===== src/include/vec_cfg.svh =====
`ifndef VEC_CFG_SVH
`define VEC_CFG_SVH

// --------------------------------------------------
// Vector unit sizing
// --------------------------------------------------

// Width of one vector register
`define VEC_W       128

// Number of 32-bit ALU lanes across the vector
`define VEC_LANES   4

// Entries in the vector issue queue
`define VQ_DEPTH    2

// Register index width
`define VREG_IDX_W  5

// One mask bit per 16-bit element
`define VMASK_W     8

`endif

===== src/hw/vec_pkg.sv =====
`include "vec_cfg.svh"

package vec_pkg;

    // --------------------------------------------------
    // Encodings
    // --------------------------------------------------

    // ALU operation with MAX as a signed maximum
    typedef enum logic [1:0] {
        OP_ADD = 2'd0,
        OP_SUB = 2'd1,
        OP_MAX = 2'd2,
        OP_AND = 2'd3
    } vec_op_e;

    // Element width inside each 32-bit lane
    typedef enum logic {
        EW32 = 1'b0,
        EW16 = 1'b1
    } elem_w_e;

    // One lane slice read as a word or as two 16-bit halves
    typedef union packed {
        logic [31:0]      word;
        logic [1:0][15:0] half;
    } lane_word_u;

    // --------------------------------------------------
    // Transfer records
    // --------------------------------------------------

    // Decoded vector instruction with both operands
    typedef struct packed {
        vec_op_e                 op;
        elem_w_e                 elem_w;
        logic                    vm_enable;
        logic [`VREG_IDX_W-1:0]  rd;
        logic [`VEC_W-1:0]       src_a;
        logic [`VEC_W-1:0]       src_b;
    } vec_issue_t;

    // One write on the vector register-file port
    typedef struct packed {
        logic [`VREG_IDX_W-1:0]  rd;
        logic [`VEC_W-1:0]       data;
    } vec_wb_t;

endpackage


===== src/hw/vec_unit_top.sv =====
`timescale 1ns/10ps
`include "vec_cfg.svh"

module vec_unit_top (
    input  logic                clk,
    input  logic                rst_n,
    input  logic                flush,
    input  logic                issue_valid,
    input  vec_pkg::vec_issue_t issue,
    output logic                issue_full,
    input  logic [`VMASK_W-1:0] vmask,
    input  logic                load_wb_valid,
    input  vec_pkg::vec_wb_t    load_wb,
    output logic                vwb_valid,
    output vec_pkg::vec_wb_t    vwb,
    output logic                err_vec_overflow
);

    logic                head_valid;
    vec_pkg::vec_issue_t head;
    logic                alu_ready;
    logic                lane_in_valid;

    // Per-lane outputs with the same valid and rd in every lane
    logic [`VEC_LANES-1:0]         lane_res_valid;
    logic [`VREG_IDX_W-1:0]        lane_res_rd [`VEC_LANES];
    logic [`VEC_LANES-1:0][31:0]   lane_result;
    logic [`VEC_LANES-1:0]         lane_ovf;

    vec_pkg::vec_wb_t alu_wb;

    vec_issue_queue i_queue (
        .clk        (clk),
        .rst_n      (rst_n),
        .flush      (flush),
        .push_valid (issue_valid),
        .push       (issue),
        .full       (issue_full),
        .head_valid (head_valid),
        .head       (head),
        .pop_ready  (alu_ready)
    );

    assign lane_in_valid = head_valid && alu_ready;

    // --------------------------------------------------
    // ALU lanes with one 32-bit slice each
    // --------------------------------------------------
    for (genvar g = 0; g < `VEC_LANES; g++) begin : g_lane
        vec_lane i_lane (
            .clk       (clk),
            .rst_n     (rst_n),
            .in_valid  (lane_in_valid),
            .op        (head.op),
            .elem_w    (head.elem_w),
            .vm_enable (head.vm_enable),
            .rd        (head.rd),
            .src_a     (head.src_a[32*g +: 32]),
            .src_b     (head.src_b[32*g +: 32]),
            .mask      (vmask[2*g +: 2]),
            .res_valid (lane_res_valid[g]),
            .res_rd    (lane_res_rd[g]),
            .result    (lane_result[g]),
            .overflow  (lane_ovf[g])
        );
    end

    // Lane 0 speaks for the whole vector
    assign alu_wb.rd   = lane_res_rd[0];
    assign alu_wb.data = lane_result;

    vec_wb_merge i_merge (
        .clk          (clk),
        .rst_n        (rst_n),
        .load_valid   (load_wb_valid),
        .load         (load_wb),
        .alu_valid    (lane_res_valid[0]),
        .alu          (alu_wb),
        .alu_overflow (|lane_ovf),
        .alu_ready    (alu_ready),
        .wb_valid     (vwb_valid),
        .wb           (vwb),
        .err_overflow (err_vec_overflow)
    );

endmodule


===== src/hw/vec_wb_merge.sv =====
`timescale 1ns/10ps
`include "vec_cfg.svh"

module vec_wb_merge (
    input  logic             clk,
    input  logic             rst_n,
    input  logic             load_valid,
    input  vec_pkg::vec_wb_t load,
    input  logic             alu_valid,
    input  vec_pkg::vec_wb_t alu,
    input  logic             alu_overflow,
    output logic             alu_ready,
    output logic             wb_valid,
    output vec_pkg::vec_wb_t wb,
    output logic             err_overflow
);

    // Pending skid entry
    logic             pend_valid;
    vec_pkg::vec_wb_t pend;
    logic             pend_ovf;

    logic pend_take;
    logic alu_take;
    logic alu_park;

    // --------------------------------------------------
    // Port arbitration with load before pending before ALU
    // --------------------------------------------------
    assign pend_take = pend_valid && !load_valid;
    assign alu_take  = alu_valid && !load_valid && !pend_valid;

    // ALU result that lost the port is kept in pending
    assign alu_park  = alu_valid && !alu_take;

    always_comb begin
        wb_valid = load_valid || pend_valid || alu_valid;
        if (load_valid) begin
            wb = load;
        end else if (pend_valid) begin
            wb = pend;
        end else begin
            wb = alu;
        end
    end

    // Only ALU writes carry the overflow pulse
    assign err_overflow = (pend_take && pend_ovf) || (alu_take && alu_overflow);

    // Hold the lanes while pending is occupied or about to be
    assign alu_ready = !pend_valid && !(alu_valid && load_valid);

    // --------------------------------------------------
    // Pending buffer
    // --------------------------------------------------
    always_ff @(posedge clk or negedge rst_n) begin
        if (!rst_n) begin
            pend_valid <= 1'b0;
        end else begin
            if (pend_take) begin
                pend_valid <= 1'b0;
            end
            if (alu_park) begin
                pend_valid <= 1'b1;
            end
        end
    end

    always_ff @(posedge clk) begin
        if (alu_park) begin
            pend     <= alu;
            pend_ovf <= alu_overflow;
        end
    end

endmodule


===== src/hw/vec_lane.sv =====
`timescale 1ns/10ps
`include "vec_cfg.svh"

module vec_lane (
    input  logic                   clk,
    input  logic                   rst_n,
    input  logic                   in_valid,
    input  vec_pkg::vec_op_e       op,
    input  vec_pkg::elem_w_e       elem_w,
    input  logic                   vm_enable,
    input  logic [`VREG_IDX_W-1:0] rd,
    input  logic [31:0]            src_a,
    input  logic [31:0]            src_b,
    input  logic [1:0]             mask,
    output logic                   res_valid,
    output logic [`VREG_IDX_W-1:0] res_rd,
    output logic [31:0]            result,
    output logic                   overflow
);

    vec_pkg::lane_word_u a_u;
    vec_pkg::lane_word_u b_u;
    vec_pkg::lane_word_u r_u;

    logic [31:0] r_e;
    logic        ovf_e;
    logic        ovf_any;

    // Returns {signed overflow, result} for one 32-bit element.
    // A 16-bit element is passed in the upper half with zeros below,
    // so the same sign bit, carry-out and compare apply to it
    function automatic logic [32:0] elem_alu(
        input vec_pkg::vec_op_e f_op,
        input logic [31:0]      a,
        input logic [31:0]      b
    );
        logic [31:0] r;
        logic        ovf;
        r   = '0;
        ovf = 1'b0;
        case (f_op)
            vec_pkg::OP_ADD: begin
                r   = a + b;
                ovf = (a[31] == b[31]) && (r[31] != a[31]);
            end
            vec_pkg::OP_SUB: begin
                r   = a - b;
                ovf = (a[31] != b[31]) && (r[31] != a[31]);
            end
            vec_pkg::OP_MAX: r = ($signed(a) > $signed(b)) ? a : b;
            default:         r = a & b;
        endcase
        return {ovf, r};
    endfunction

    assign a_u.word = src_a;
    assign b_u.word = src_b;

    // --------------------------------------------------
    // Element compute and masking
    // --------------------------------------------------
    always_comb begin
        r_u     = a_u;
        r_e     = '0;
        ovf_e   = 1'b0;
        ovf_any = 1'b0;
        if (elem_w == vec_pkg::EW32) begin
            {ovf_e, r_e} = elem_alu(op, a_u.word, b_u.word);
            // Only the low mask bit of the pair governs a 32-bit element
            if (!vm_enable || mask[0]) begin
                r_u.word = r_e;
                ovf_any  = ovf_e;
            end
        end else begin
            for (int h = 0; h < 2; h++) begin
                {ovf_e, r_e} = elem_alu(op, {a_u.half[h], 16'h0}, {b_u.half[h], 16'h0});
                if (!vm_enable || mask[h]) begin
                    r_u.half[h] = r_e[31:16];
                    ovf_any     = ovf_any | ovf_e;
                end
            end
        end
    end

    // One-cycle result stage
    always_ff @(posedge clk or negedge rst_n) begin
        if (!rst_n) begin
            res_valid <= 1'b0;
        end else begin
            res_valid <= in_valid;
        end
    end

    always_ff @(posedge clk) begin
        if (in_valid) begin
            res_rd   <= rd;
            result   <= r_u.word;
            overflow <= ovf_any;
        end
    end

endmodule


===== src/hw/vec_issue_queue.sv =====
`timescale 1ns/10ps
`include "vec_cfg.svh"

module vec_issue_queue (
    input  logic                clk,
    input  logic                rst_n,
    input  logic                flush,
    input  logic                push_valid,
    input  vec_pkg::vec_issue_t push,
    output logic                full,
    output logic                head_valid,
    output vec_pkg::vec_issue_t head,
    input  logic                pop_ready
);

    localparam int PTR_W = (`VQ_DEPTH > 1) ? $clog2(`VQ_DEPTH) : 1;
    localparam int CNT_W = $clog2(`VQ_DEPTH + 1);
    localparam logic [PTR_W-1:0] LAST_PTR = PTR_W'(`VQ_DEPTH - 1);

    vec_pkg::vec_issue_t entries [`VQ_DEPTH];

    logic [PTR_W-1:0] head_ptr;
    logic [PTR_W-1:0] tail_ptr;
    logic [CNT_W-1:0] count;

    logic do_push;
    logic do_pop;

    // Wrap at the last slot so the depth need not be a power of two
    function automatic logic [PTR_W-1:0] next_ptr(input logic [PTR_W-1:0] p);
        return (p == LAST_PTR) ? '0 : p + 1'b1;
    endfunction

    assign full       = (count == CNT_W'(`VQ_DEPTH));
    assign head_valid = (count != '0);
    assign head       = entries[head_ptr];

    // An issue while full or during a flush is dropped
    assign do_push = push_valid && !full && !flush;
    assign do_pop  = head_valid && pop_ready;

    // --------------------------------------------------
    // Pointers and fill level
    // --------------------------------------------------
    always_ff @(posedge clk or negedge rst_n) begin
        if (!rst_n) begin
            head_ptr <= '0;
            tail_ptr <= '0;
            count    <= '0;
        end else if (flush) begin
            // A taken branch discards everything still queued
            head_ptr <= '0;
            tail_ptr <= '0;
            count    <= '0;
        end else begin
            if (do_pop) begin
                head_ptr <= next_ptr(head_ptr);
            end
            if (do_push) begin
                tail_ptr <= next_ptr(tail_ptr);
            end
            case ({do_push, do_pop})
                2'b10:   count <= count + 1'b1;
                2'b01:   count <= count - 1'b1;
                default: count <= count;
            endcase
        end
    end

    // Entry storage
    always_ff @(posedge clk) begin
        if (do_push) begin
            entries[tail_ptr] <= push;
        end
    end

endmodule


===== config.mk =====
export PLATFORM = sky130hd
export DESIGN_NAME = vec_unit_top
export DESIGN_NICKNAME = d
export VERILOG_FILES = /design/src/hw/vec_pkg.sv /design/src/hw/vec_unit_top.sv /design/src/hw/vec_wb_merge.sv /design/src/hw/vec_lane.sv /design/src/hw/vec_issue_queue.sv
export VERILOG_INCLUDE_DIRS = /design/src /design/src/include
export SDC_FILE = /design/constraint.sdc
export NUM_CORES = 2
export LEC_CHECK = 0
export BUFFER_PORTS_ARGS = -buffer_cell sky130_fd_sc_hd__buf_2
export CAP_MARGIN = 40
export CORE_ASPECT_RATIO = 0.9
export CORE_MARGIN = 3
export CORE_UTILIZATION = 40
export CTS_CLUSTER_DIAMETER = 100
export CTS_CLUSTER_SIZE = 28
export DETAILED_ROUTE_END_ITERATION = 6
export GPL_ROUTABILITY_DRIVEN = 0
export SYNTH_ARGS = -nofsm -noshare
export SYNTH_HDL_FRONTEND = slang
export SYNTH_HIERARCHICAL = 1
export SYNTH_SLANG_ARGS = --single-unit

===== constraint.sdc =====
create_clock -name clk -period 47.3 [get_ports clk]
set_input_delay 0 -clock clk [delete_from_list [all_inputs] [get_ports clk]]
set_output_delay 0 -clock clk [all_outputs]
set_load 0.005 [all_outputs]

==> qor.csv <==
stage,metric,value,unit
status,status,"finished, final reports clean",
synthesis,syn_area,56600,um2
sta,worst_pin_slew,0.979,ns
sta,skew,0.0443,ns
final_layout,nets,6911,
drt,wirelength,201000,um
pwr,switching_power,0.00124,W
synthesis,synth_area_per_cell,10.1,um2
drt,dr.pass1.iters,7,
drt,vias_per_cell,6.10,
sta,max_freq,0.162,GHz
place,portBuffers,546,
die,rows,130,
setup_path,critical-path-max-stage-delay,0.72,ns
clock_network,cts_buffer_depth,3,
pwr,power.internal,0.00160,W
clock_network,root_buffer,clkbuf_16,
setup_path,rrSetupSlack,41.11,ns
final_layout,final_common_cell,edfxtp_1,
drt,wl_per_cell,24.8,um
pwr,p_clk_frac,0.148,
grt,grt_pass1_vias,46902,
setup_path,path_cells,buf_16 > buf_4 > mux2_2 > ha_1 > nand2_1 > o21ai_0 > nor2_1 > a21oi_1 > a21o_1 > a31oi_4 > mux2i_1 > mux4_2 > mux2_2,
setup_path,cp-end-kind,flop,
grt,grt_max_degree,108,
die,die_height,363,um
sta,maxSlewHeadroom,0.343,
grt,grt_pass1_wl,295000,um
clock_network,clock_sinks,807,
sta,rsz0062_at_grt,no,
setup_path,crit_arrival,6.59,ns
pwr,powerDensity,43.8,nW/um2
die,initial_core_util,0.404,
place,dpl.hpwl,146000,um
sta,hold_ws,0.0583,ns
die,fp.dieW,402,um
synthesis,syn_nets,6310,
pwr,peakVddDrop,24.9,uV
clock_network,h-tree-depth,2,
synthesis,syn_inst,5623,
worst_hold_path,hold_class,in -> reg,
worst_hold_path,min_path_cells,2,
clock_network,cts.clk_slew.worst_paths,0.10,ns
die,coreArea,140000,um2
grt,track_usage,0.261,
final_layout,mostFrequentLayoutCells,"edfxtp_1, buf_2, nand2_1",
die,ios,547,
worst_hold_path,hold_start,issue[121],
sta,slew_violations,0,
drt,final_antenna_net_count,0,
die,die_area,146000,um2
drt,vias,49428,
drt,drt_iter0_drc,5789,
pwr,p_sw_frac,0.436,
worst_hold_path,worstHoldEndpoint,i_queue/entries[0][121]$_DFFE_PP_,
setup_path,path_common_cell,mux2_2,
setup_path,r2r-end,g_lane[2].i_lane/result[1]$_DFFE_PP_,
sta,post-route-min-period,6.19,ns
setup_path,cp-start-kind,flop,
synthesis,ys_warn_count,6,
clock_network,clock_latency,0.67,ns
drt,drcViolationCount,0,
clock_network,cts_tree,done,
clock_network,cts_buffers,41,
pwr,seqPwrFrac,0.321,
setup_path,rr_startpoint,i_queue/head_ptr$_DFFE_PN0P_,
setup_path,path_max_fanout,59,
run,drv_cap,0,
sta,setup_viol,0,
setup_path,slowest_stage,a21o_1,
pwr,power_leakage,24.2,nW
final_layout,area_delta_synth_final,14.4,%
final_layout,drive_gt1_frac,0.176,
setup_path,reg2regPathDepth,13,
grt,grt.overflow.total,0,
sta,timing_hold_violations_final,0,
sta,finalSetupTns,0,ns
setup_path,crit_type,reg -> reg,
sta,min_period_over_period,0.131,
grt,antenna_found_initial,20,
setup_path,cp_data_required_time,47.71,ns
pwr,p_comb_frac,0.531,
-- state kept, by name, indices dropped and copies added (netlist names) --
register / cells
i_queue/entries: 530
i_merge/pend: 133
g_lane.i_lane/result: 128
g_lane.i_lane/res_rd: 5
g_lane.i_lane/overflow: 4
i_queue/count: 2
g_lane.i_lane/res_valid: 1
i_merge/pend_ovf: 1
i_merge/pend_valid: 1
i_queue/head_ptr: 1
i_queue/tail_ptr: 1
-- final cells by class --
cell class / count / area [um2]
well taps: 1848 / 2310
repair buffers: 906 / 6360
clock inverters: 18 / 250
fillers: 13136 / 75300
multi-input cells: 4167 / 29400
inverters: 301 / 1130
clock buffers: 46 / 1090
diodes: 8 / 20.0
flip-flops and latches: 807 / 24200
-- what timing repair did --
action	CTS	global route
buffers inserted	0	0
hold endpoints to repair	544	0
setup endpoints to repair	0	0
gates resized for setup	0	0
hold buffers	275	0
-- power groups by stage --
stage	Sequential, W	Combinational, W	Clock, W
after floorplan	0.000922	0.00105	0
after global placement	0.000934	0.00142	0
after detailed placement	0.000928	0.00144	0
after CTS	0.000912	0.00146	0.000438
after global routing	0.000917	0.00161	0.000459
final	0.000910	0.00151	0.000420
-- routing by layer --
| layer | GRT usage | up-vias | routed length, um |
|---|---|---|---|
| met5 | 0 | - | 16 |
| met4 | 0.0964 | 4 | 8260 |
| met3 | 0.0463 | 458 | 19100 |
| met2 | 0.404 | 2579 | 87400 |
| met1 | 0.366 | 23983 | 85900 |
| li1 | - | 22404 | - |
-- critical path, delay by kind of cell, from the launching register on --
family,cells,cell delay (ns)
AOI/OAI and AO/OA,4,1.91
and+or+nand+nor,2,0.29
adders and majority gates,1,0.54
muxes,4,1.41
DFF,1,0.64
buffers and inverters,2,0.98
-- worst max-delay path by stage --
stage	to	start	slack (ns)	cells past startpoint
2_1_floorplan	i_queue/entries[1][0]$_DFFE_PP_	i_queue/count[0]$_DFFE_PN0P_	26.45	3
3_3_place_gp	g_lane[1].i_lane/result[7]$_DFFE_PP_	i_queue/head_ptr$_DFFE_PN0P_	41.22	13
3_5_place_dp	g_lane[1].i_lane/result[7]$_DFFE_PP_	i_queue/head_ptr$_DFFE_PN0P_	41.25	14
4_1_cts	g_lane[1].i_lane/result[7]$_DFFE_PP_	i_queue/head_ptr$_DFFE_PN0P_	41.25	14
5_1_grt	g_lane[1].i_lane/result[15]$_DFFE_PP_	i_queue/head_ptr$_DFFE_PN0P_	40.82	14
6_report	g_lane[2].i_lane/result[1]$_DFFE_PP_	i_queue/head_ptr$_DFFE_PN0P_	41.11	13
-- stage by stage --
stage | cells | power, W | setup slack [ns] | util | area (um2)
after CTS | 8092 | 0.00281 | 41.25 | 0.462 | 64700
final | 8101 | 0.00284 | 41.11 | 0.462 | 64700
after detailed placement | 7753 | 0.00237 | 41.25 | 0.433 | 60600
after global routing | 8095 | 0.00299 | 40.82 | 0.462 | 64700
after floorplan | 5623 | 0.00197 | 26.45 | - | 56600
after global placement | 7734 | 0.00235 | 41.22 | 0.430 | 60300
Note: power is estimated with default switching activity, not from simulation.
